==> src/rtl/sc_types_pkg.sv <==
/*
  Datapath types for the Schmidl-Cox synchronizer.
  Samples are signed 16-bit I/Q. A full-scale pair of -32768 samples can wrap
  the 32-bit conjugate product, so inputs are expected to stay off the rail.
  The sum guard covers WINDOW_LEN up to 64 and NUM_ANT up to 4.
*/
package sc_types_pkg;

  localparam int SUM_GUARD = 8;

  typedef logic signed [15:0] sample_t;

  typedef struct packed {
    sample_t re;
    sample_t im;
  } cplx_t;

  typedef logic signed [31:0] prod_t;

  typedef struct packed {
    prod_t re;
    prod_t im;
  } cprod_t;

  typedef logic [31:0] energy_t;  // |x|^2, never negative

  typedef logic signed [$bits(prod_t)+SUM_GUARD-1:0] acc_t;

  // One lane's window sums plus the sample they line up with
  typedef struct packed {
    acc_t  corr_re;
    acc_t  corr_im;
    acc_t  energy;
    cplx_t sample;
  } lane_out_t;

  typedef struct packed {
    cplx_t cur;
    cplx_t dly;  // Sample from WINDOW_LEN valids earlier
  } feed_t;

endpackage

==> src/rtl/sc_delay_feeder.sv <==
/*
  Delay feeder for the correlation lanes.
  One input register, then a circular buffer of WINDOW_LEN sample vectors
  shared by all antennas. The buffer resets to zero, so dly is zero for the
  first WINDOW_LEN samples after reset. WINDOW_LEN must be at least 2.
  No back-pressure; a gap in the stream is i_valid low.
*/
module sc_delay_feeder #(
  parameter int WINDOW_LEN = 16,
  parameter int NUM_ANT    = 2
) (
  input  logic                              clk,
  input  logic                              i_rst,
  input  sc_types_pkg::cplx_t [NUM_ANT-1:0] i_samples,
  input  logic                              i_valid,
  output sc_types_pkg::feed_t [NUM_ANT-1:0] o_feed,
  output logic                              o_feed_valid
);

  localparam int PTR_W = $clog2(WINDOW_LEN);

  typedef sc_types_pkg::cplx_t [NUM_ANT-1:0] vec_t;

  vec_t             in_q;
  logic             in_valid_q;
  vec_t             hist [WINDOW_LEN];
  logic [PTR_W-1:0] wptr;

  always_ff @(posedge clk) begin
    if (i_rst) begin
      in_valid_q <= 1'b0;
    end else begin
      in_valid_q <= i_valid;
    end
  end

  always_ff @(posedge clk) begin
    if (i_valid) begin
      in_q <= i_samples;
    end
  end

  // Slot at wptr holds the vector from WINDOW_LEN samples ago
  always_ff @(posedge clk) begin
    if (i_rst) begin
      wptr         <= '0;
      o_feed_valid <= 1'b0;
      for (int i = 0; i < WINDOW_LEN; i++) begin
        hist[i] <= '0;
      end
    end else begin
      o_feed_valid <= in_valid_q;
      if (in_valid_q) begin
        hist[wptr] <= in_q;
        wptr       <= (wptr == PTR_W'(WINDOW_LEN - 1)) ? '0 : wptr + 1'b1;
      end
    end
  end

  always_ff @(posedge clk) begin
    if (in_valid_q) begin
      for (int a = 0; a < NUM_ANT; a++) begin
        o_feed[a].cur <= in_q[a];
        o_feed[a].dly <= hist[wptr][a];  // Read before overwrite
      end
    end
  end

  a_wptr_range: assert property (@(posedge clk) disable iff (i_rst)
    32'(wptr) < WINDOW_LEN)
    else $error("feeder write pointer out of range");

endmodule

==> config.mk <==
export PLATFORM = sky130hd
export DESIGN_NAME = sc_delay_feeder
export DESIGN_NICKNAME = d
export VERILOG_FILES = /design/src/rtl/sc_types_pkg.sv /design/src/rtl/sc_delay_feeder.sv
export SDC_FILE = /design/constraint.sdc
export NUM_CORES = 1
export LEC_CHECK = 0
export BUFFER_PORTS_ARGS = -buffer_cell sky130_fd_sc_hd__buf_2
export CAP_MARGIN = 40
export CORE_UTILIZATION = 41
export CTS_CLUSTER_SIZE = 24
export DETAILED_ROUTE_END_ITERATION = 12
export PLACE_DENSITY_LB_ADDON = 0.08
export RECOVER_POWER = 100
export SETUP_SLACK_MARGIN = 0.3
export SLEW_MARGIN = 20
export SYNTH_ARGS = -nofsm -noshare
export SYNTH_HDL_FRONTEND = slang
export SYNTH_SLANG_ARGS = --single-unit
==> constraint.sdc <==
create_clock -name clk -period 11.21 [get_ports clk]
set_clock_uncertainty 0.1 [all_clocks]
set_input_delay 0.5605 -clock clk [delete_from_list [all_inputs] [get_ports clk]]
set_output_delay 0.5605 -clock clk [all_outputs]
set_load 0.05 [all_outputs]
# ---- After elaboration in Yosys (flattened, before gate mapping)
# Memory sizes are Yosys's and may differ from the RTL's. A register that Yosys moved wholly into a read port is not among the register bits.
# Index checks and enable logic that the tools add are counted.
dict set report totals {
  regBits 134
  ramBits 1024
  input_bits 67
  output_inout_bits 129
  word_cells 24
  mem_count 1
}
dict set report classes {
  add_sub_neg 1
  eq_ne 1
  mux 9
  reduce_logical 1
}
# memory depth width read_ports rd_clocked_by_memory_dff write_ports line
set memory_table {}
lappend memory_table {hist 16 64 1 1 16 sc_delay_feeder.sv:26} ;# vec_t hist [WINDOW_LEN];
# operator count
set ops {}
lappend ops {{64-bit two-way mux} 1}
lappend ops {{64-bit OR reduction} 1}
lappend ops {{4-bit two-way mux} 2}
lappend ops {{1-bit two-way mux} 6}
lappend ops {{4-bit by 1-bit adder with 4-bit output, second input constant} 1}
lappend ops {{4-bit equality test, second input constant} 1}

# ---- Depth between registers and ports, before layout
dict set report logic_depth {
  depth_word 5
  depth_mapped 9
  mapped_depth_nobuf 4
}

# ---- Worst setup path before layout
# No wires, ideal clock.
dict set report synth_path {
  path_kind {register to register}
  startpoint {register in_valid_q}
  endpoint {memory hist[12][0] (netlist name), enable pin}
  setup_time_ps 394
  arrival_ps 5091
  required_time_ps 10716
  setup_slack_ps 5625
  path_stages_with_launch 6
  path_buffers 2
  synth_period_minus_slack_ps 5585
  path_cell_list {dfxtp_1 > clkbuf_2 > and2_0 > and3_1 > clkbuf_2 > or2_2}
}
# item line
set synth_lines {}
lappend synth_lines {{from (decl)} sc_delay_feeder.sv:25} ;# logic in_valid_q;
lappend synth_lines {{from (signal assigned)} sc_delay_feeder.sv:33} ;# in_valid_q <= i_valid;
lappend synth_lines {{to (decl)} sc_delay_feeder.sv:26}

==> results.sh <==
export IMPL_status="finished with violations"
export IMPL_violations="max-capacitance violations, max-slew violations"
export IMPL_cp_max_fo=134
export IMPL_max_freq_mhz=140
export IMPL_top_layer_used="met4"
export IMPL_setup_worst_path_end_class="flip-flop"
export IMPL_synth_top_flop_cell="edfxtp_1"
export IMPL_crit_type="reg2reg"
export IMPL_detail_route_wl_per_cell_um=30.4
export IMPL_rows=129
export IMPL_synth_area_leaders="edfxtp_1 71%, and2_1 12%, mux4_2 11%, a22oi_1 1.9%, clkbuf_1 1.4%"
export IMPL_grt_pass1_wl_mm=214
export IMPL_die_x_um=357
export IMPL_max_slew_margin_pct=-234
export IMPL_cellPowerDensity_nw_per_um2=176
export IMPL_hold_viol=0
export IMPL_worstHoldPathType="in2reg"
export IMPL_wirelength_mm=151
export IMPL_fin_tns_setup_ns=0
export IMPL_grt_pass1_vias=28200
export IMPL_io_buffer_count=195
export IMPL_hold_path_depth=3
export IMPL_syn2layout_area_growth_pct=14.3
export IMPL_synth_area_per_cell_um2=17.1
export IMPL_ff2ff_path_depth=6
export IMPL_ctsLongestPathBuffers=3
export IMPL_die_area_um2=127000
export IMPL_drc=0
export IMPL_netlist_area_um2=51500
export IMPL_drive_gt1_share_pct=16.7
export IMPL_netlist_cell_type_count=27
export IMPL_initial_core_util_pct=41.5
export IMPL_finalMaxSlewViolations=1575
export IMPL_hold_path_end="wptr[2]"
export IMPL_synth_async_sr_flop_share_pct=0
export IMPL_io_pins=196
export IMPL_met2RoutedLength_mm=77.6
export IMPL_drtIter0Drc=2356
export IMPL_dr_total_vias=27000
export IMPL_synth_top_area_share_pct=70.8
export IMPL_hpwlAfterDp_mm=90.1
export IMPL_cp_start_kind="flip-flop"
export IMPL_fin_nets=3296
export IMPL_r2r_end="o_feed[66]"
export IMPL_cts_clk_slew_worst_paths_ns=0.06
export IMPL_cts_tree="yes"
export IMPL_grt_ovfl_total=0
export IMPL_reg2reg_slack_ns=4.05
export IMPL_cp_required_ns=11.58
export IMPL_p_leak_nw=20.2
export IMPL_detail_route_vias_per_cell=5.43
export IMPL_cts_buffers=136
export IMPL_ys_seq_area_share_pct=71.1
export IMPL_clock_latency_ns=0.74
export IMPL_synth_edf_count=1216
export IMPL_drt_pass1_iterations=5
export IMPL_ant_nets=0
export IMPL_synth_top_cell_by_area="edfxtp_1"
export IMPL_synth_net_count=3093
export IMPL_wl_met3_mm=6.21
export IMPL_fin_crit_sh_pct=63.9
export IMPL_r2r_start="wptr[1]"
export IMPL_synthTopCellsByCount="1216 x edfxtp_1, 1025 x and2_1, 256 x mux4_2"
export IMPL_p_total_mw=10.4
export IMPL_synth_seq_cells=1222
export IMPL_postSynthCellCount=3022
export IMPL_tightest_slew_ns=5.00
export IMPL_synthMostInstantiatedCell="edfxtp_1"
export IMPL_h_tree_depth=4
export IMPL_cts_repair_resized=0
export IMPL_die_h_um=357
export IMPL_wl_met1_mm=61.0
export IMPL_finalCriticalPeriod_ns=7.16
export IMPL_slowest_stage="clkbuf_1"
export IMPL_yosys_warnings=0
export IMPL_arrival_ns=7.54
export IMPL_antenna_found_initial=3
export IMPL_crit_top_cell="clkbuf_1"
export IMPL_min_from="i_rst"
export IMPL_setup_viol_count_final=0
export IMPL_crit_chain="buf_12, clkbuf_1, clkbuf_1, mux4_2, a22oi_1, nand2_1"
export IMPL_cap_violations=41
export IMPL_grt_usage_pct=24.0
export IMPL_cts_sinks=1222
export IMPL_grt_max_degree=135
export IMPL_cts_root_buf="clkbuf_16"
export IMPL_slowest_delay_ns=2.24
export IMPL_routabilityCongestion=0.803
export IMPL_rsz0062_at_grt="false"
export IMPL_num_fill_cells=10500
export IMPL_post_cts_buffers=0
export IMPL_fp_coreArea_um2=124000
export IMPL_ir_drop_mv=0.145
-- metal layers --
metal | global-route usage (%) | vias to the layer above
li1 | - | 11700
met1 | 30.5 | 14400
met2 | 41.4 | 748
met3 | 3.39 | 211
met4 | 9.30 | 0
met5 | 0 | -
-- cell families (layout without fill, tap and decap cells) --
group                      Yosys count  in the layout  share of synthesized area, %
buffers and inverters              268            581                          2.23
muxes                              257            257                          11.2
DFF                               1222           1222                          71.1
other                                0              3                             0
and+or+nand+nor                   1138           1138                          13.5
xor gates and xnor gates             1              1                        0.0170
adders and majority gates            4              4                        0.0971
AOI/OAI and AO/OA                  132            132                          1.90
-- cell type report --
cell class              count  area, um^2  share of cell area [%]
well taps                1637        2050                    3.48
multi-input cells        1532       13800                    23.4
clock buffers             173        3640                    6.17
repair buffers            331        2160                    3.67
clock inverters            75         637                    1.08
flip-flops and latches   1222       36600                    62.2
inverters                   2        7.51                  0.0127
diodes                      3        7.51                  0.0127
-- layout by cell type, fill, tap and decap left out, types with 3 or more instances in the layout --
cell           count
and3_1            15
diode_2            3
clkbuf_16        140
dfxtp_1            5
inv_6              6
and2_1           524
buf_12             7
a22oi_1          128
mux4_2           256
clkinv_2          24
bufinv_16          9
or2_0             10
clkinv_8           3
clkinv_1          28
dlygate4sd3_1     64
buf_4             18
and2_0           501
clkbuf_1         197
nand2_1           66
clkinvlp_4         3
buf_16            10
nor2_1             3
ha_1               4
edfxtp_1        1216
a21oi_1            3
buf_2             64
or2_2              4
-- worst max-delay path by stage --
stage | slack (ns) | endpoint | startpoint
after floorplan | 5.62 | hist[12][0] | in_valid_q
after global placement | 6.58 | o_feed[67] | wptr[0]
after detailed placement | 7.14 | hist[3][15] | i_rst
after CTS | 7.25 | o_feed[66] | wptr[1]
after global routing | 3.64 | hist[9][13] | wptr[1]
final | 4.05 | o_feed[66] | wptr[1]
-- power by group --
group	internal, mW	switching, mW	total (mW)	leakage, nW
registers	5.23	0.174	5.41	12.5
logic	0.210	0.401	0.611	5.67
clock network	2.51	1.84	4.34	2.09
total	7.95	2.41	10.4	20.2
-- worst max-delay path: cells and delay by family, from the launching register on --
| family | cells | cell delay (ns) |
|---|---|---|
| buffers and inverters | 3 | 3.75 |
| and+or+nand+nor | 1 | 0.10 |
| AOI/OAI and AO/OA | 1 | 0.53 |
| DFF | 1 | 1.78 |
| muxes | 1 | 0.48 |
-- stage by stage --
stage	hold WS [ns]	util [%]	area, um^2	cells	worst slack [ns]
floorplan	0.409	-	51500	3022	5.62
global placement	0.530	43.4	53800	4621	6.58
detailed placement	0.561	44.1	54700	4656	7.14
CTS	0.146	48.0	59600	4968	7.25
global route	0.232	47.5	58900	4972	3.64
finish	0.256	47.5	58900	4975	4.05
-- flip-flops by register name (all words and copies together) (netlist names) --
name / flops
o_feed: 128
hist: 1024
o_feed_valid: 1
in_q: 64
in_valid_q: 1
wptr: 4
-- what timing repair did --
action                                  4_1_cts  5_1_grt
endpoints found under the hold margin        64        0
hold buffers                                 64        0
endpoints found under the setup margin        0        0
Note: power is estimated with default switching activity, not from simulation.
