[src/rtl/sc_cfg_pkg.sv]
/*
  Settings bus map for the synchronizer.
  Writes use i_set_stb with an 8-bit address and 32-bit data. Each field
  takes the low bits of the data word. The threshold is unsigned Q2.6.
*/
package sc_cfg_pkg;

  localparam int SET_ADDR_W    = 8;
  localparam int SET_DATA_W    = 32;
  localparam int THRESH_FRAC_W = 6;  // Fraction bits of the threshold

  localparam logic [SET_ADDR_W-1:0] ADDR_THRESHOLD  = 8'd0;
  localparam logic [SET_ADDR_W-1:0] ADDR_PLATEAU    = 8'd1;
  localparam logic [SET_ADDR_W-1:0] ADDR_FRAME      = 8'd2;
  localparam logic [SET_ADDR_W-1:0] ADDR_MIN_ENERGY = 8'd3;

  typedef logic [7:0]  thresh_t;
  typedef logic [7:0]  plat_len_t;
  typedef logic [15:0] frame_len_t;
  typedef logic [31:0] min_energy_t;  // Compared against the combined R

  // Values after reset
  localparam thresh_t     RESET_THRESHOLD  = 8'h30;  // 0.75
  localparam plat_len_t   RESET_PLATEAU    = 8'd8;
  localparam frame_len_t  RESET_FRAME      = 16'd32;
  localparam min_energy_t RESET_MIN_ENERGY = 32'd1000;

endpackage

[src/rtl/sc_types_pkg.sv]
/*
  Datapath types for the Schmidl-Cox synchronizer.
  Samples are signed 16-bit I/Q. A full-scale pair of -32768 samples can wrap
  the 32-bit conjugate product, so inputs are expected to stay off the rail.
  The sum guard covers WINDOW_LEN up to 64 and NUM_ANT up to 4.
*/
package sc_types_pkg;

  localparam int SUM_GUARD = 8;

  typedef logic signed [15:0] sample_t;

  typedef struct packed {
    sample_t re;
    sample_t im;
  } cplx_t;

  typedef logic signed [31:0] prod_t;

  typedef struct packed {
    prod_t re;
    prod_t im;
  } cprod_t;

  typedef logic [31:0] energy_t;  // |x|^2, never negative

  typedef logic signed [$bits(prod_t)+SUM_GUARD-1:0] acc_t;

  // One lane's window sums plus the sample they line up with
  typedef struct packed {
    acc_t  corr_re;
    acc_t  corr_im;
    acc_t  energy;
    cplx_t sample;
  } lane_out_t;

  typedef struct packed {
    cplx_t cur;
    cplx_t dly;  // Sample from WINDOW_LEN valids earlier
  } feed_t;

endpackage

[src/rtl/sc_lane_combiner.sv]
/*
  Lane combiner and metric test.
  Hit when |Re P| + |Im P| >= (threshold * R) >> 6 and R >= min_energy.
  This stands in for |P|/R without a divider, so the threshold is on the
  L1 magnitude of P and reads slightly high against the true metric.
*/
module sc_lane_combiner #(
  parameter int NUM_ANT = 2
) (
  input  logic                                  clk,
  input  logic                                  i_rst,
  input  sc_types_pkg::lane_out_t [NUM_ANT-1:0] i_lanes,
  input  logic [NUM_ANT-1:0]                    i_valid,
  input  sc_cfg_pkg::thresh_t                   i_threshold,
  input  sc_cfg_pkg::min_energy_t               i_min_energy,
  output logic                                  o_hit,
  output sc_types_pkg::cplx_t                   o_sample,
  output logic                                  o_valid
);

  localparam int ACC_W = $bits(sc_types_pkg::acc_t);
  localparam int THR_W = $bits(sc_cfg_pkg::thresh_t);

  sc_types_pkg::acc_t     p_re;
  sc_types_pkg::acc_t     p_im;
  sc_types_pkg::acc_t     r_sum;
  logic [ACC_W-1:0]       abs_re;
  logic [ACC_W-1:0]       abs_im;
  logic [ACC_W:0]         corr_l1;
  logic [ACC_W+THR_W-1:0] r_scaled;
  logic                   corr_ok;
  logic                   energy_ok;

  always_comb begin
    p_re  = '0;
    p_im  = '0;
    r_sum = '0;
    for (int a = 0; a < NUM_ANT; a++) begin
      p_re  += i_lanes[a].corr_re;
      p_im  += i_lanes[a].corr_im;
      r_sum += i_lanes[a].energy;
    end
    abs_re    = p_re[ACC_W-1] ? -p_re : p_re;
    abs_im    = p_im[ACC_W-1] ? -p_im : p_im;
    corr_l1   = {1'b0, abs_re} + {1'b0, abs_im};
    r_scaled  = $unsigned(r_sum) * i_threshold;  // Q2.6 product
    corr_ok   = corr_l1 >= (r_scaled >> sc_cfg_pkg::THRESH_FRAC_W);
    energy_ok = $unsigned(r_sum) >= i_min_energy;
  end

  always_ff @(posedge clk) begin
    if (i_rst) begin
      o_valid <= 1'b0;
      o_hit   <= 1'b0;
    end else begin
      o_valid <= i_valid[0];
      o_hit   <= i_valid[0] && corr_ok && energy_ok;
    end
  end

  always_ff @(posedge clk) begin
    if (i_valid[0]) begin
      o_sample <= i_lanes[0].sample;  // Antenna 0 goes on to the gate
    end
  end

  // Lanes share one feed strobe, so they must stay in lock step
  a_lanes_aligned: assert property (@(posedge clk) disable iff (i_rst)
    (&i_valid) || !(|i_valid))
    else $error("lane valids disagree");

endmodule

[config.mk]
export PLATFORM = sky130hd
export DESIGN_NAME = sc_lane_combiner
export DESIGN_NICKNAME = d
export VERILOG_FILES = /design/src/rtl/sc_cfg_pkg.sv /design/src/rtl/sc_types_pkg.sv /design/src/rtl/sc_lane_combiner.sv
export SDC_FILE = /design/constraint.sdc
export NUM_CORES = 1
export LEC_CHECK = 0
export ABC_CLOCK_PERIOD_IN_PS = 11500
export BUFFER_PORTS_ARGS = -buffer_cell sky130_fd_sc_hd__clkbuf_2
export CAP_MARGIN = 20
export CORE_UTILIZATION = 60
export CTS_BUF_LIST = sky130_fd_sc_hd__clkbuf_8
export DETAILED_ROUTE_END_ITERATION = 6
export PLACE_DENSITY_LB_ADDON = 0.05
export SLEW_MARGIN = 20
export SYNTH_ARGS = -nofsm -noshare
export SYNTH_HDL_FRONTEND = slang
export SYNTH_SLANG_ARGS = --single-unit
export TNS_END_PERCENT = 10
[constraint.sdc]
create_clock -name clk -period 11.5 [get_ports clk]
set_input_delay 2.3 -clock clk [delete_from_list [all_inputs] [get_ports clk]]
set_output_delay 2.3 -clock clk [all_outputs]
set_load 0.05 [all_outputs]
== Word-level counts from Yosys, hierarchy flattened ==
Cells that the tools add are included.
W data, S select, Z words.

* Bitwise operators: 0
* Reduce and logical (&&, ||, !) cells: 2
* Multiplexer cells: 2
* Equal/unequal tests: 0
* Magnitude comparators: 2
* Multiply operators: 1
* Divide/modulo/power cells: 0
* Shifts and indexed selects: 0
* Add/subtract/negate cells: 6

{| class="wikitable"
|+ Operators by type and width
! operator !! count
|-
| $add A40 B40 Y40 || 3
|-
| $mux W40 || 2
|-
| $neg A40 Y40 || 2
|-
| $mul A40 B8 Y48 || 1
|-
| $ge A41 B42 Y1 || 1
|-
| $add A40 B40 Y41 || 1
|-
| $ge A40 B32 Y1 || 1
|-
| $logic_and A1 B1 Y1 || 2
|}

* Memory bits (writable): 0
* Bits in registers: 34
* Output and inout port bits: 34
* Logic and storage cells: 17
* Bits in latches: 0
* Bits of input ports: 348
* Memories: 0
* ROM bits: 0

== Logic depth before layout (Yosys ltp) ==
Gate-level depths: netlist of run 1.

* Depth after elaboration: 7
* Mapped depth: 43

== Least setup slack after synthesis of run 1 ==
OpenSTA, ideal clock, no wires.

* Kind: input-to-reg
* Start: input i_lanes[32] (netlist bit)
* End: register o_hit
* Stages on the path: 38
* Setup slack: 1.355 ns
* Data arrival time: 10.017 ns
* Path through: ha_1 -> inv_1 -> fa_1 -> nor2b_1 -> o211ai_1 -> a21oi_1 -> o21a_1 -> nor2_1 -> xnor2_1 -> and2_1 -> fa_1 -> fa_1 -> inv_1 -> fa_1 -> inv_1 -> fa_1 -> ha_1 -> nand2_1 -> (+2 left out) -> a2111oi_0 -> o21ai_0 -> a21oi_1 -> nor2b_1 -> nor2_1 -> nor2b_1 -> o311ai_0 -> ha_1 -> a21o_1 -> a21o_1 -> a21o_1 -> a21o_1 -> a21oi_1 -> o21ai_0 -> nor3_1 -> a221oi_1 -> nor2_1 -> a211oi_1

* Longest elaborated chain between the ends: 5
* Elaborated cells between the ends (all ways): 6

{| class="wikitable"
|+ Ends and longest elaborated chain
! item !! RTL line !! RTL
|-
| start, declared || sc_lane_combiner.sv:12 || <nowiki>input sc_types_pkg::lane_out_t [NUM_ANT-1:0] i_lanes,</nowiki>
|-
| $add A40 B40 Y40 * || sc_lane_combiner.sv:41 || <nowiki>r_sum += i_lanes[a].energy;</nowiki>
|-
| $mul A40 B8 Y48 || sc_lane_combiner.sv:46 || <nowiki>r_scaled = $unsigned(r_sum) * i_threshold;</nowiki>
|-
| $ge A41 B42 Y1 || sc_lane_combiner.sv:47 || <nowiki>corr_ok = corr_l1 >= (r_scaled >> sc_cfg_pkg::THRESH_FRAC_W);</nowiki>
|-
| $logic_and A1 B1 Y1 || sc_lane_combiner.sv:57 || <nowiki>o_hit <= i_valid[0] && corr_ok && energy_ok;</nowiki>
|-
| $logic_and A1 B1 Y1 * || sc_lane_combiner.sv:57 ||
|-
| end signal, assigned || sc_lane_combiner.sv:57 ||
|-
| end, declared || sc_lane_combiner.sv:16 || <nowiki>output logic o_hit,</nowiki>
|}

Mark *: on every way between the ends. The rest lies on a longest branch, timed or not.
A chain may end at the register's enable or synchronous reset.

== Worst setup path after layout of run 1 ==
Ends and elaborated chain as after synthesis.

==> flow_summary.toml, run 1 <==
[outcome]
status = "completed"

[grt]
grt_pass1_wl_mm = 105
grt_usage_pct = 32.4
grt_pass1_vias = 21900
antenna_found_initial = 0
overflow = 0
grt_max_degree = 41

[cells_and_area]
final_nets = 4050
multi_input_area_mm2 = 0.0206
instances_no_fill = 3686
register_area_mm2 = 0.00100
filler_cell_count = 3257
area_delta_synth_final_pct = 10.7
diodes = 0
final_core_util_pct = 67.5
drive_gt1_share_pct = 14.6

[setup_path]
cp-end-kind = "flip-flop"
crit_top_cell = "fa_1"
required_ps = 11630
arrival_ps = 10970
worst-setup-path-type = "input pin to flip-flop"
crit_path_start_kind = "input pin"
slowest_stage = "xnor2_1"
cp_max_fo = 9
crit_path_max_incr_delay_ps = 710

[clock_network]
path_clk_slew_ps = 70
cts_made_buffers = 5
ctsHtreeMaxLevel = 2
cts_tree = "built"
cts_sinks = 34
cts_root_buf = "clkbuf_8"
clockBufferDepth = 2

[synthesis]
synth_top_family_by_area = "adder cells"
synthXorXnorAreaFrac_pct = 8.81
synth_flop_cell = "edfxtp_1"
synth_edf_count = 32
syn_area_mm2 = 0.0230
yosys.area_share.simple_pct = 22.7
synth_fa_ha_area_share_pct = 36.3
ys_ff_latch = 34
synthMuxAreaShare_pct = 0.311
synth_compound_area_share_pct = 21.6
synthTopCellsByArea = "fa_1 (20%), ha_1 (16%), and2_1 (6.8%)"
synth.most_common_cell = "ha_1"
async_reset_ff_share_pct = 0
synth_nets = 3734
netlist.area_leader.share_pct = 20.1
yosysSeqAreaShare_pct = 4.36
synth_area_per_cell_um2 = 8.03
syn_inst = 2858
synth_warnings = 0
yosys.cell_types.count = 99
synthTopCellsByCount = "ha_1 (297), inv_1 (274), and2_1 (249)"
yosys.area.top_type = "fa_1"

[drt]
wirelength_mm = 63.3
antenna_left = 0
drt-wirelength-per-cell_um = 17.2
vias = 22300
drt_iter0_drc = 1306
drt_pass1_iterations = 6
drc = 0
viasPerCell = 6.04

[sta]
max_freq_ghz = 0.0923
layout_min_cycle_time_ps = 10830
slew_violations = 0
grt_setup_unrepaired = "false"
setup_tns_ps = 0
finalHoldViolCount = 0
setup_viol = 0
fin_crit_sh_pct = 94.2
slew_headroom_pct = 39.4
worst_pin_slew_ps = 902

[placed_design]
dp.final_hpwl_mm = 53.0
io_buffer_count = 348
place_congestion = 0.945
dpl.cell_count = 3672

[floorplanning]
die_area_mm2 = 0.0391
die_x_um = 198
ioPinCount = 382
die_height_um = 198
placement_rows = 71
initial_core_util_pct = 61.0
core_mm2 = 0.0377

[power_and_ir_drop]
max-vdd-ir-drop_uv = 302
powerDensity_mw_per_mm2 = 364
p_leak_nw = 12.3

[hold_path]
hold_class = "input pin to flip-flop"

[job]
maxCapViolCount = 0
==> area by class of cell <==
cell class | count | share of cell area [%]
multi-input combinational | 2472 | 81.2
tap | 511 | 2.51
sequential | 34 | 3.94
clock buffer | 5 | 0.271
timing repair buffer | 387 | 8.00
clock inverter | 3 | 0.0640
inverter | 274 | 4.04
==> layout by cell type, fill, tap and decap left out, drive strengths merged, types with 11 or more instances in the layout <==
cell type,n
a21oi,214
or3,11
nor2b,32
a2111oi,14
o41ai,11
ha,297
o211ai,26
xor2,91
nand2,228
and3,45
o21a,31
a211oi,37
buf,39
inv,274
nand3,67
nor2,122
edfxtp,32
clkbuf,353
nand4,54
fa,231
o31ai,20
or2,19
and2,249
nor3,65
o21ai,133
xnor2,139
a21o,104
nor4,16
nand2b,19
o21bai,26
a31oi,23
==> report_power, final <==
group	switching, mW	internal [mW]	total, mW
combinational	4.99	4.03	9.02
clock	0.0420	0.0414	0.0834
sequential	0.00265	0.147	0.149
==> through the flow <==
| step | total power, mW | hold slack (ps) | area, µm² | setup WS, ps |
|---|---|---|---|---|
| 6_report | 9.26 | 2180 | 25400 | 668 |
| 5_1_grt | 10.6 | 2170 | 25400 | 18.0 |
| 4_1_cts | 9.23 | 2170 | 25400 | 472 |
| 3_5_place_dp | 9.06 | 2480 | 25300 | 226 |
| 3_3_place_gp | 8.76 | 2470 | 25300 | 359 |
| 2_1_floorplan | 7.05 | 2380 | 23000 | 1360 |
==> registers in the layout, indices dropped and copies added (netlist names) <==
name and flops:
o_hit 1, o_valid 1, o_sample 32
==> layer usage <==
metal,global-route usage (%),routed length [µm],vias up
met2,55.1,29700,867
met1,43.8,28000,10600
met4,9.50,1770,0
met5,0,0,-
li1,-,-,10700
met3,2.63,3910,103
==> critical path: cells and delay by family <==
kind / cells / cell delay, ps
AOI/OAI and AO/OA: 18 / 3310
adders and majority gates: 8 / 3270
and+or+nand+nor: 7 / 1030
xor gates and xnor gates: 1 / 710
buffers and inverters: 3 / 340
==> final timing paths <==
kind	startpoint	endpoint	slack (ps)	depth (start not counted)
worst max-delay path	i_lanes[32]	o_hit$_SDFF_PP0_	670	37
worst min-delay path	i_rst	o_valid$_SDFF_PP0_	2180	2
==> cell families (layout without fill, tap and decap cells) <==
| group | Yosys count | after routing |
|---|---|---|
| DFF | 34 | 34 |
| buffers and inverters | 352 | 669 |
| muxes | 7 | 7 |
| xor gates and xnor gates | 230 | 230 |
| and+or+nand+nor | 969 | 969 |
| AOI/OAI and AO/OA | 738 | 738 |
| adders and majority gates | 528 | 528 |
==> repair_timing <==
item,CTS,global route
buffers inserted,0,5
endpoints found under the setup margin,0,1
resized for setup,0,4
hold buffers,0,0
No activity file was read; power rests on OpenSTA's default activity.
==> run 2: changes to the inputs <==
--- a/config.mk
+++ b/config.mk
@@ -12,6 +12,7 @@
 export CTS_BUF_LIST = sky130_fd_sc_hd__clkbuf_8
 export DETAILED_ROUTE_END_ITERATION = 6
 export PLACE_DENSITY_LB_ADDON = 0.05
+export REMOVE_ABC_BUFFERS = 1
 export SLEW_MARGIN = 20
 export SYNTH_ARGS = -nofsm -noshare
 export SYNTH_HDL_FRONTEND = slang
==> flow_summary.toml, run 2 (synthesis gave the netlist of run 1 again) <==
[outcome]
status = "completed"

[cells_and_area]
largest_reg_flops = 32
top_regs = "o_sample x32, o_hit x1, o_valid x1"
mostFrequentLayoutCells = "clkbuf_2 (348), ha_1 (297), inv_1 (274)"
area_delta_synth_final_pct = 10.7
drive_gt1_share_pct = 14.5
layout_commonest_cell = "clkbuf_2"
top_register = "o_sample"
design_area_mm2 = 0.0254
diodes = 0
final_nets = 4049

[sta]
worst_pin_slew_ps = 1050
setup_viol = 0
layout_min_cycle_time_ps = 10810
holdWs_ps = 2180
fin_crit_sh_pct = 94.0
slew_headroom_pct = 29.5
grt_setup_unrepaired = "false"
timing.final.ws_setup_ps = 691
setup_tns_ps = 0
max_freq_ghz = 0.0925
slew_violations = 0
finalHoldViolCount = 0

[power_and_ir_drop]
power_frac_comb_pct = 97.5
internal_power_mw = 4.19
max-vdd-ir-drop_uv = 341
power.total_mw = 9.23
powerDensity_mw_per_mm2 = 363
p_switching_mw = 5.04
clockPowerShare_pct = 0.9
sw_frac_of_total_pct = 54.6
power_frac_seq_pct = 1.6
p_leak_nw = 12.3

[clock_network]
clockBufferDepth = 2
cts_tree = "built"
cts_setup_buffers = 0
cts_root_buf = "clkbuf_8"
hold_buffers = 0
cts_resized = 0
ctsHtreeMaxLevel = 2
path_clk_slew_ps = 70
cts_sinks = 34
cts_made_buffers = 5

[setup_path]
crit_path_max_incr_delay_ps = 560
slowest_stage = "fa_1"
cp-end-kind = "flip-flop"
cp_max_fo = 6
required_ps = 11630
worst-setup-path-type = "input pin to flip-flop"
arrival_ps = 10940
crit_top_cell = "a21o_1"
crit_path_start_kind = "input pin"

[drt]
drt_pass1_iterations = 6
drc = 0
drt-wirelength-per-cell_um = 17.0
antenna_left = 0
wirelength_mm = 62.5
viasPerCell = 5.99
vias = 22100
drt_iter0_drc = 1527

[grt]
grt_usage_pct = 32.0
grt_max_degree = 41
antenna_found_initial = 0
grt_pass1_vias = 21700
grt_pass1_wl_mm = 104
overflow = 0

[placed_design]
placed_area_mm2 = 0.0253
place_congestion = 0.955
dp.final_hpwl_mm = 52.3
io_buffer_count = 348
dp_slack_ps = 210

[floorplanning]
die_x_um = 198
placement_rows = 71
ioPinCount = 382
die_height_um = 198
core_mm2 = 0.0377
initial_core_util_pct = 61.0
die_area_mm2 = 0.0391

[hold_path]
hold_class = "input pin to flip-flop"

[job]
maxCapViolCount = 0
run 2: layer usage:
metal	GRT usage (%)	wire (µm)	vias up
met2	56.1	30000	758
met1	42.4	27500	10500
met3	2.51	3350	83
met4	8.10	1620	0
met5	0	0	-
li1	-	-	10700
run 2: final cells by class:
cell class                      instances  area (µm²)
Multi-Input combinational cell       2472       20600
Fill cell                            3308       12300
Timing Repair Buffer                  386        2030
Inverter                              274        1030
Sequential cell                        34        1000
Tap cell                              511         639
Clock buffer                            5        68.8
Clock inverter                          3        16.3
run 2: path summary, 6_finish.rpt:
check  slack, ps            endpoint   startpoint  depth (start not counted)
min         2180  o_valid$_SDFF_PP0_        i_rst                          2
max          690    o_hit$_SDFF_PP0_  i_lanes[32]                         41
run 2: stage by stage:
stage | utilization (%) | cells
after floorplan | - | 2780
after global placement | 67.2 | 3676
after detailed placement | 67.2 | 3676
after CTS | 67.4 | 3684
after global routing | 67.5 | 3685
final | 67.5 | 3685
run 2: critical path, delay by kind of cell:
kind            cells  cell delay (ps)
simple gates        8             1150
fa+ha+maj           8             3250
xor+xnor            1              300
buf+inv             3              350
compound gates     21             3590
run 2: power groups by stage:
| stage | logic, mW | registers (mW) | clock network (mW) |
|---|---|---|---|
| CTS | 8.95 | 0.149 | 0.0872 |
| detailed placement | 8.85 | 0.152 | 0 |
| finish | 8.99 | 0.149 | 0.0860 |
| global placement | 8.58 | 0.151 | 0 |
| global route | 10.3 | 0.150 | 0.0916 |
| floorplan | 6.85 | 0.186 | 0 |
