**config.mk**
```make
export PLATFORM = sky130hd
export DESIGN_NAME = sc_frame_gate
export DESIGN_NICKNAME = d
export VERILOG_FILES = /design/src/rtl/sc_cfg_pkg.sv /design/src/rtl/sc_types_pkg.sv /design/src/rtl/sc_frame_gate.sv
export SDC_FILE = /design/constraint.sdc
export NUM_CORES = 1
export LEC_CHECK = 0
export BUFFER_PORTS_ARGS = -buffer_cell sky130_fd_sc_hd__buf_2
export CAP_MARGIN = 0
export CORE_MARGIN = 2
export CORE_UTILIZATION = 30
export DETAILED_ROUTE_END_ITERATION = 8
export RECOVER_POWER = 25
export SETUP_SLACK_MARGIN = 0.2
export SLEW_MARGIN = 20
export SYNTH_ARGS = -nofsm -noshare
export SYNTH_HDL_FRONTEND = slang
export SYNTH_SLANG_ARGS = --single-unit
```
**constraint.sdc**
```tcl
create_clock -name clk -period 8.5 [get_ports clk]
set_clock_uncertainty 0.15 [all_clocks]
set_input_delay 0.425 -clock clk [delete_from_list [all_inputs] [get_ports clk]]
set_output_delay 0.425 -clock clk [all_outputs]
set_load 0.01 [all_outputs]
```
**src/rtl/sc_cfg_pkg.sv**
```systemverilog
/*
  Settings bus map for the synchronizer.
  Writes use i_set_stb with an 8-bit address and 32-bit data. Each field
  takes the low bits of the data word. The threshold is unsigned Q2.6.
*/
package sc_cfg_pkg;

  localparam int SET_ADDR_W    = 8;
  localparam int SET_DATA_W    = 32;
  localparam int THRESH_FRAC_W = 6;  // Fraction bits of the threshold

  localparam logic [SET_ADDR_W-1:0] ADDR_THRESHOLD  = 8'd0;
  localparam logic [SET_ADDR_W-1:0] ADDR_PLATEAU    = 8'd1;
  localparam logic [SET_ADDR_W-1:0] ADDR_FRAME      = 8'd2;
  localparam logic [SET_ADDR_W-1:0] ADDR_MIN_ENERGY = 8'd3;

  typedef logic [7:0]  thresh_t;
  typedef logic [7:0]  plat_len_t;
  typedef logic [15:0] frame_len_t;
  typedef logic [31:0] min_energy_t;  // Compared against the combined R

  // Values after reset
  localparam thresh_t     RESET_THRESHOLD  = 8'h30;  // 0.75
  localparam plat_len_t   RESET_PLATEAU    = 8'd8;
  localparam frame_len_t  RESET_FRAME      = 16'd32;
  localparam min_energy_t RESET_MIN_ENERGY = 32'd1000;

endpackage

```
**src/rtl/sc_types_pkg.sv**
```systemverilog
/*
  Datapath types for the Schmidl-Cox synchronizer.
  Samples are signed 16-bit I/Q. A full-scale pair of -32768 samples can wrap
  the 32-bit conjugate product, so inputs are expected to stay off the rail.
  The sum guard covers WINDOW_LEN up to 64 and NUM_ANT up to 4.
*/
package sc_types_pkg;

  localparam int SUM_GUARD = 8;

  typedef logic signed [15:0] sample_t;

  typedef struct packed {
    sample_t re;
    sample_t im;
  } cplx_t;

  typedef logic signed [31:0] prod_t;

  typedef struct packed {
    prod_t re;
    prod_t im;
  } cprod_t;

  typedef logic [31:0] energy_t;  // |x|^2, never negative

  typedef logic signed [$bits(prod_t)+SUM_GUARD-1:0] acc_t;

  // One lane's window sums plus the sample they line up with
  typedef struct packed {
    acc_t  corr_re;
    acc_t  corr_im;
    acc_t  energy;
    cplx_t sample;
  } lane_out_t;

  typedef struct packed {
    cplx_t cur;
    cplx_t dly;  // Sample from WINDOW_LEN valids earlier
  } feed_t;

endpackage

```
**src/rtl/sc_frame_gate.sv**
```systemverilog
/*
  Settings registers, plateau counter and frame gate.
  A write lands on the cycle after i_set_stb. Plateau and frame lengths of 0
  act as 1. Hits are ignored inside a frame and the plateau count restarts
  from zero once the frame ends. Only framed samples raise o_valid.
*/
module sc_frame_gate (
  input  logic                                clk,
  input  logic                                i_rst,
  input  logic                                i_set_stb,
  input  logic [sc_cfg_pkg::SET_ADDR_W-1:0]   i_set_addr,
  input  logic [sc_cfg_pkg::SET_DATA_W-1:0]   i_set_data,
  input  logic                                i_hit,
  input  sc_types_pkg::cplx_t                 i_sample,
  input  logic                                i_valid,
  output sc_cfg_pkg::thresh_t                 o_threshold,
  output sc_cfg_pkg::min_energy_t             o_min_energy,
  output sc_types_pkg::cplx_t                 o_data,
  output logic                                o_valid,
  output logic                                o_sof,
  output logic                                o_eof
);

  typedef enum logic {
    GATE_IDLE,
    GATE_FRAME
  } gate_state_t;

  gate_state_t                             state;
  sc_cfg_pkg::thresh_t                     threshold;
  sc_cfg_pkg::plat_len_t                   plateau_len;
  sc_cfg_pkg::frame_len_t                  frame_len;
  sc_cfg_pkg::min_energy_t                 min_energy;
  sc_cfg_pkg::plat_len_t                   plat_cnt;
  sc_cfg_pkg::frame_len_t                  frame_cnt;  // Samples passed so far
  logic [$bits(sc_cfg_pkg::plat_len_t):0]  plat_next;
  logic [$bits(sc_cfg_pkg::frame_len_t):0] frame_next;
  logic                                    plateau_done;
  logic                                    frame_done;

  always_ff @(posedge clk) begin
    if (i_rst) begin
      threshold   <= sc_cfg_pkg::RESET_THRESHOLD;
      plateau_len <= sc_cfg_pkg::RESET_PLATEAU;
      frame_len   <= sc_cfg_pkg::RESET_FRAME;
      min_energy  <= sc_cfg_pkg::RESET_MIN_ENERGY;
    end else if (i_set_stb) begin
      case (i_set_addr)
        sc_cfg_pkg::ADDR_THRESHOLD:  threshold   <= sc_cfg_pkg::thresh_t'(i_set_data);
        sc_cfg_pkg::ADDR_PLATEAU:    plateau_len <= sc_cfg_pkg::plat_len_t'(i_set_data);
        sc_cfg_pkg::ADDR_FRAME:      frame_len   <= sc_cfg_pkg::frame_len_t'(i_set_data);
        sc_cfg_pkg::ADDR_MIN_ENERGY: min_energy  <= sc_cfg_pkg::min_energy_t'(i_set_data);
        default: ;  // Unmapped addresses are dropped
      endcase
    end
  end

  assign o_threshold  = threshold;
  assign o_min_energy = min_energy;

  // >= so a length lowered mid-count still closes
  assign plat_next    = plat_cnt + 1'b1;
  assign frame_next   = frame_cnt + 1'b1;
  assign plateau_done = plat_next >= plateau_len;
  assign frame_done   = frame_next >= frame_len;

  always_ff @(posedge clk) begin
    if (i_rst) begin
      state     <= GATE_IDLE;
      plat_cnt  <= '0;
      frame_cnt <= '0;
      o_valid   <= 1'b0;
      o_sof     <= 1'b0;
      o_eof     <= 1'b0;
    end else begin
      o_valid <= 1'b0;
      o_sof   <= 1'b0;
      o_eof   <= 1'b0;
      if (i_valid) begin
        if (state == GATE_IDLE && !i_hit) begin
          plat_cnt <= '0;
        end else if (state == GATE_IDLE && !plateau_done) begin
          plat_cnt <= plat_cnt + 1'b1;
        end else begin
          // Sample passes once the plateau is reached or a frame runs
          o_valid   <= 1'b1;
          o_sof     <= (state == GATE_IDLE);
          o_eof     <= frame_done;
          plat_cnt  <= '0;
          frame_cnt <= frame_done ? '0 : frame_cnt + 1'b1;
          state     <= frame_done ? GATE_IDLE : GATE_FRAME;
        end
      end
    end
  end

  always_ff @(posedge clk) begin
    if (i_valid) begin
      o_data <= i_sample;
    end
  end

  a_sof_valid: assert property (@(posedge clk) disable iff (i_rst)
    o_sof |-> (o_valid && $past(i_valid && i_hit)))
    else $error("sof without valid or without a hit");

  // eof closes a frame that was open, or a one-sample frame
  a_eof_in_frame: assert property (@(posedge clk) disable iff (i_rst)
    o_eof |-> (o_sof || $past(state) == GATE_FRAME))
    else $error("eof while gate idle");

endmodule

```
=== Word level (Yosys, flattened, before mapping) ===
Index checks and enable logic that the tools add are counted.

* Flip-flop bits (word level): 124
* Word-level logic and storage cells: 42
* Output and inout bits: 75

* Reductions and logical operators: 12
* Bitwise gates (word level): 4
* Equal/unequal tests: 3
* Muxes and demuxes: 5
* $add $sub $neg: 4
* Magnitude comparators: 2

{| class="wikitable"
|+ Operator list
! cell !! number
|-
| $add A16 B1 Y17 const B || 1
|-
| $ge A17 B16 Y1 || 1
|-
| $add A16 B1 Y16 const B || 1
|-
| $eq A8 B2 Y1 const B || 2
|-
| $mux W16 || 1
|-
| $mux W8 || 2
|-
| $add A8 B1 Y9 const B || 1
|-
| $ge A9 B8 Y1 || 1
|-
| $add A8 B1 Y8 const B || 1
|-
| $eq A8 B1 Y1 const B || 1
|-
| $logic_not A8 Y1 || 1
|-
| $reduce_and A2 Y1 || 4
|-
| $not A1 Y1 || 4
|-
| $reduce_or A4 Y1 || 1
|-
| $reduce_and A3 Y1 || 1
|-
| $reduce_or A3 Y1 || 1
|-
| $logic_and A1 B1 Y1 || 2
|-
| $logic_not A1 Y1 || 2
|-
| $mux W1 || 2
|}

=== Depth between registers and ports, before layout ===
Gate-level depths: netlist (run 1).

* Word-level depth: 6
* Mapped depth: 15
* Gate-level depth less buffers: 13

=== Least setup slack after synthesis (run 1) ===
No wires, ideal clock.

* Kind: register to register
* Start: reg frame_cnt[3]
* End: reg frame_cnt[13]
* Period minus slack after synthesis: 3.255 ns
* Data required time: 8.218 ns
* Data arrival time: 2.973 ns
* Setup slack: 5.245 ns
* Path buffers: 2
* Setup time: 0.132 ns
* Stages on the path, launching flop included: 14
* Cell sequence: dfxtp_1 clkbuf_1 and3_1 nand3_1 or2_1 nor3_1 xor2_1 ha_1 nand3_1 a2111oi_0 nor2_1 clkbuf_1 a22oi_1 a21oi_1

* Longest elaborated chain between the ends: 3

{| class="wikitable"
|+ Ends and longest elaborated chain
! what !! line !! RTL
|-
| from (decl) || sc_frame_gate.sv:35 || <nowiki>sc_cfg_pkg::frame_len_t frame_cnt;</nowiki>
|-
| from (signal assigned) || sc_frame_gate.sv:90 || <nowiki>frame_cnt <= frame_done ? '0 : frame_cnt + 1'b1;</nowiki>
|-
| $add A16 B1 Y17 || sc_frame_gate.sv:63 || <nowiki>assign frame_next = frame_cnt + 1'b1;</nowiki>
|-
| $ge A17 B16 Y1 || sc_frame_gate.sv:65 || <nowiki>assign frame_done = frame_next >= frame_len;</nowiki>
|-
| $mux W16 (*) || sc_frame_gate.sv:90 ||
|}

Mark *: on every way between the ends. The rest lies on a longest branch, timed or not.
A chain may end at the register's enable or synchronous reset.

=== Final worst setup path (run 1) ===
* Start: reg frame_cnt[3]
* End: reg frame_cnt[8]

The elaborated chain is that of the path after synthesis.

==> flow_metrics.py, run 1 <==
metrics = {
    "route": {
        "antenna_left": 0,
        "vias": 4419,
        "drt-initial-drc-count": 185,
        "dr.pass1.iters": 4,
        "wirelength_um": 12690,
        "wl_per_cell_um": 13.35,
        "via_per_inst": 4.652,
        "drcViolationCount": 0,
    },
    "synth": {
        "ys.flop_type": "dfxtp_1",
        "syn_nets": 672,
        "synth_cell_types": 48,
        "avgSynthCellArea_um2": 9.359,
        "synth_seq_area_share": 0.5263,
        "ys_async_sr_fraction": 0,
        "ys_ff_latch": 124,
        "synthCells": 569,
        "synth_edf_count": 32,
        "syn_area_um2": 5325,
        "yosysWarnings": 0,
    },
    "outcome": {
        "violations": "capacitance limit, slew limit",
        "status": "finished, violations left",
    },
    "critical_path": {
        "cp_max_fo": 14,
        "criticalPathCategory": "reg2reg",
        "path_cells": "and3_1, nand3_1, or2_1, nor3_1, xor2_1, ha_1, nand3_1, a2111oi_0, nor2_1, buf_4, nand2_1, o32ai_1",
        "path_buf_inv": 1,
        "worstPathRequired_ns": 8.61,
        "crit_top_cell": "nand3_1",
        "crit_family": "simple AND/OR/NAND/NOR gates",
        "worstSetupStartpointType": "flip-flop",
        "crit_slowest_cell": "a2111oi_0",
        "endpoint_kind": "flip-flop",
        "critical_path.max_stage_delay_ns": 0.69,
        "arrival_ns": 4.01,
    },
    "global_route": {
        "overflow": 0,
        "grt_pass1_wl_um": 20700,
        "grt_max_degree": 95,
        "track_usage": 0.1387,
        "antenna_found_initial": 0,
        "first_global_vias": 4240,
    },
    "clock_network": {
        "cts_root_buf": "clkbuf_16",
        "insertion_delay_ns": 0.41,
        "cts_resized": 0,
        "cts_made_buffers": 17,
        "h-tree-depth": 4,
        "cts_buffer_depth": 2,
        "cts_tree": "done",
        "postCtsSetupBuffers": 0,
        "clk_pin_slew_ns": 0.06,
        "clock_sinks": 124,
        "cts-hold-fix-buffers": 0,
    },
    "floorplanning": {
        "dieArea_um2": 18830,
        "num_rows": 48,
        "coreArea_um2": 17300,
        "start_util": 0.3079,
        "fp.dieH_um": 137.2,
        "io_pins": 152,
        "die_x_um": 137.2,
    },
    "sta": {
        "fmaxAchievable_mhz": 256.0,
        "slew_headroom": -0.3276,
        "drv_slew": 40,
        "setup_tns_ns": 0,
        "worst_pin_slew_ns": 1.991,
        "fin_crit_sh": 0.4595,
        "rsz0062_at_grt": "false",
        "period_needed_ns": 3.906,
        "hold_viol": 0,
        "setup_violations": 0,
    },
    "cells_and_area": {
        "layout.cells.most_common": "buf_2",
        "layoutNonFillerInstCount": 950,
        "final_cell_mix": "150 x buf_2, 120 x nand2_1, 92 x dfxtp_1, 65 x a21oi_1, 32 x edfxtp_1",
        "drive_gt1_frac": 0.2690,
        "num-nets-final": 815,
        "antenna_cells": 0,
        "areaGrowthSynthToFinish_pct": 28.95,
        "fin_area_um2": 6867,
    },
    "place": {
        "placed_area_um2": 6250,
        "port_buffers": 151,
        "hpwl_um": 8831,
        "placed_cells_incl_taps": 918,
        "gp_congestion": 0.8191,
    },
    "power": {
        "ir_drop_v": 0.0001344,
        "p_per_area_nw_per_um2": 212.3,
        "leakage_nw": 2.885,
    },
    "min_path": {
        "holdCritPathClass": "in2reg",
    },
    "flow_run": {
        "cap_violations": 1,
    },
}
-- kinds of logic after synthesis --
kind of cell               after synthesis  synth area share
AOI/OAI and AO/OA                       97            0.1062
xor gates and xnor gates                20           0.03289
adders and majority gates               26           0.06109
buffers and inverters                   57           0.04535
DFF                                    124            0.5263
muxes                                   15           0.02819
and+or+nand+nor                        230            0.2000
-- cell type report --
type | instances | area (µm²)
flip-flops and latches | 124 | 2803
clock inverters | 14 | 165.2
multi-input cells | 388 | 2285
well taps | 225 | 281.5
clock buffers | 18 | 450.4
repair buffers | 155 | 784.5
fillers | 1772 | 10430
inverters | 26 | 97.59
-- through the flow --
stage	util	hold slack, ns	setup slack (ns)	power (mW)
after CTS	0.3969	0.01819	4.599	1.479
after detailed placement	0.3613	0.2915	4.637	0.7321
after global routing	0.3970	0.01447	4.121	1.518
after global placement	0.3613	0.2875	4.851	0.7307
final	0.3970	0.03686	4.594	1.458
after floorplan	-	0.2863	5.245	0.6854
-- flip-flops by register name, summed over array words and instances, names as in the netlist --
register	count
o_threshold	8
o_min_energy	32
plat_cnt	8
o_sof	1
o_eof	1
o_data	32
frame_cnt	16
state	1
frame_len	16
plateau_len	8
o_valid	1
-- metal layers --
layer | global-route usage | wire, µm
met1 | 0.1755 | 5941
met5 | 0 | 0
met4 | 0.03608 | 108
met3 | 0.04157 | 796
met2 | 0.2305 | 5840
-- synth_stat cells, types with 3 or more instances --
library cell	n	share of area
a21oi_1	65	0.061
o21ai_0	6	0.0056
edfxtp_1	32	0.18
xnor2_1	10	0.016
nand4b_1	4	0.0066
nand3_1	27	0.025
buf_2	7	0.0066
clkbuf_1	21	0.015
nor2b_1	4	0.0047
a31oi_1	5	0.0059
dfxtp_1	92	0.35
a22oi_1	3	0.0042
mux2i_1	15	0.028
nand2_1	120	0.085
a311oi_1	5	0.0082
nand2b_1	6	0.0070
inv_1	26	0.018
nor2_1	32	0.023
and3_1	6	0.0070
nand4_1	5	0.0059
xor2_1	10	0.016
nor3_1	4	0.0038
ha_1	26	0.061
nand3b_1	10	0.014
-- power by group --
group          internal, mW  switching (mW)
combinational        0.0358          0.0516
clock                 0.437           0.302
sequential            0.623         0.00869
-- worst register-to-register path, delay by kind of cell (launching register included) --
family          cells  cell delay, ns
buf+inv             1            0.28
xor+xnor            1            0.15
fa+ha+maj           1            0.30
flops               1            0.45
simple gates        7            1.64
compound gates      2            0.78
-- worst paths after layout --
kind                          end  cells after the start  slack, ns             from
setup reg to reg     frame_cnt[8]                     12       4.59     frame_cnt[3]
hold / removal         o_data[15]                      1       0.04     i_sample[15]
hold reg to reg   o_min_energy[4]                      2       0.30  o_min_energy[4]
setup / recovery     frame_cnt[8]                     12       4.59     frame_cnt[3]
Note: power is estimated with default switching activity, not from simulation.
==> inputs of run 2 (changes only) <==
==> constraint.sdc (replaced) <==
create_clock -name clk -period 3.25 [get_ports clk]
set_clock_uncertainty 0.15 [all_clocks]
set_input_delay 0.1625 -clock clk [delete_from_list [all_inputs] [get_ports clk]]
set_output_delay 0.1625 -clock clk [all_outputs]
set_load 0.01 [all_outputs]
==> run 2 against run 1 <==
The flow still finishes with violations (capacitance limit, slew limit). Cell count grew 9.6%. Via count grew 7.4%. Routed wire length grew 9.9%. Largest power group unchanged.
==> flow_metrics.py, run 2 (same netlist as run 1, synthesis figures left out) <==
metrics = {
    "route": {
        "wirelength_um": 13940,
        "drcViolationCount": 0,
        "drt-initial-drc-count": 198,
        "dr.pass1.iters": 4,
        "antenna_left": 0,
        "wl_per_cell_um": 13.39,
        "vias": 4748,
        "via_per_inst": 4.561,
    },
    "power": {
        "p_switching_uw": 888.0,
        "swShare": 0.2266,
        "combPwrFrac": 0.089,
        "leakage_nw": 3.358,
        "p_per_area_nw_per_um2": 494.4,
        "p_int_mw": 3.032,
        "ir_drop_v": 0.0003597,
        "p_seq_frac": 0.420,
        "power_frac_clock": 0.491,
    },
    "flow_run": {
        "cap_violations": 1,
    },
    "place": {
        "gp_congestion": 0.7555,
        "hpwl_um": 9150,
        "port_buffers": 151,
        "dp_slack_ns": 0.1267,
    },
    "clock_network": {
        "cts_root_buf": "clkbuf_16",
        "insertion_delay_ns": 0.41,
        "cts_buffer_depth": 2,
        "cts_tree": "done",
        "cts_made_buffers": 17,
        "clock_sinks": 124,
        "h-tree-depth": 4,
        "clk_pin_slew_ns": 0.06,
    },
    "cells_and_area": {
        "drive_gt1_frac": 0.3113,
        "antenna_cells": 0,
        "layout.cells.most_common": "buf_2",
        "final_cell_mix": "150 x buf_2, 120 x nand2_1, 84 x dfxtp_1, 64 x dlygate4sd3_1, 63 x a21oi_1",
        "num-nets-final": 906,
        "areaGrowthSynthToFinish_pct": 48.87,
    },
    "critical_path": {
        "rrSetupSlack_ns": 0.30,
        "cp_max_fo": 5,
        "arrival_ns": 3.05,
        "worstSetupStartpointType": "flip-flop",
        "r2r_start": "frame_cnt[3]",
        "worstRegToRegCells": 12,
        "timing.rr.end": "frame_cnt[8]",
        "endpoint_kind": "flip-flop",
        "cp-startpoint": "frame_cnt[3]",
        "setup.worst_path.end": "frame_cnt[8]",
        "worstPathRequired_ns": 3.35,
        "criticalPathCategory": "reg2reg",
    },
    "global_route": {
        "antenna_found_initial": 0,
        "first_global_vias": 4492,
        "grt_max_degree": 51,
        "track_usage": 0.1458,
        "overflow": 0,
        "grt_pass1_wl_um": 21530,
    },
    "sta": {
        "fin_crit_sh": 0.9089,
        "setup_ws_ns": 0.2962,
        "worst_pin_slew_ns": 1.853,
        "hold_viol": 0,
        "slew_headroom": -0.2352,
        "period_needed_ns": 2.954,
        "drv_slew": 39,
        "fmaxAchievable_mhz": 338.6,
        "setup_violations": 0,
        "setup_tns_ns": 0,
        "rsz0062_at_grt": "false",
    },
    "floorplanning": {
        "start_util": 0.3079,
        "fp.dieH_um": 137.2,
        "coreArea_um2": 17300,
        "io_pins": 152,
        "dieArea_um2": 18830,
        "die_x_um": 137.2,
        "num_rows": 48,
    },
    "outcome": {
        "status": "finished, violations left",
        "violations": "capacitance limit, slew limit",
    },
    "min_path": {
        "holdCritPathClass": "in2reg",
    },
}
## run 2: power groups by stage
stage / registers, mW / clock network, mW / logic [mW]
2_1_floorplan: 1.69 / 0 / 0.102
3_3_place_gp: 1.68 / 0 / 0.244
3_5_place_dp: 1.68 / 0 / 0.247
4_1_cts: 1.65 / 1.97 / 0.313
5_1_grt: 1.65 / 2.05 / 0.381
6_report: 1.65 / 1.92 / 0.350
## run 2: how the worst min path moves through the flow
stage	startpoint	to	slack [ns]	cells past startpoint
6_report	i_set_addr[0]	frame_len[9]	0.13	5
3_5_place_dp	i_sample[12]	o_data[12]	0.19	1
2_1_floorplan	i_sample[0]	o_data[0]	0.11	0
4_1_cts	i_set_addr[0]	frame_len[9]	0.12	5
5_1_grt	i_set_addr[0]	frame_len[9]	0.15	5
3_3_place_gp	i_sample[26]	o_data[26]	0.19	1
## run 2: metrics by stage
stage	hold WS [ns]	power, mW	instances	utilization	instance area, µm²
4_1_cts	0.1233	3.930	1031	0.4431	7664
3_5_place_dp	0.1913	1.927	935	0.3697	6395
5_1_grt	0.1473	4.077	1041	0.4583	7928
3_3_place_gp	0.1888	1.922	935	0.3697	6395
2_1_floorplan	0.1114	1.796	569	-	5333
6_report	0.1327	3.920	1041	0.4583	7928
## run 2: area by class of cell
type                            instances  area, µm²
Fill cell                            1611       9369
Sequential cell                       124       2823
Multi-Input combinational cell        388       2467
Timing Repair Buffer                  246       1648
Clock buffer                           21      481.7
Tap cell                              225      281.5
Clock inverter                         11      128.9
Inverter                               26      97.59
## run 2: routing by layer
metal  global-route usage  routed length [µm]  up-vias
met4              0.04754                 174        0
li1                     -                   -     2424
met5                    0                   0        -
met1               0.1733                6415     2178
met3              0.03937                 666       16
met2               0.2546                6688      130
## run 2: worst max-delay path, stage by stage, from the launching register on
cell and delay, ns:
dfxtp_4 0.37, and3_1 0.19, nand3_2 0.10, or2_4 0.30, nor3_4 0.19, xor2_1 0.10, ha_1 0.30, nand3_2 0.12
a2111oi_4 0.44, nand4b_1 0.22, buf_4 0.13, o21a_1 0.12, o32ai_1 0.07
## run 2: what timing repair did
action,in CTS,in global routing
resized for setup,7,46
setup buffers,0,9
hold endpoints to repair,96,0
setup endpoints to repair,8,25
hold buffers,64,0
gates cloned,0,1
pin swaps,1,20
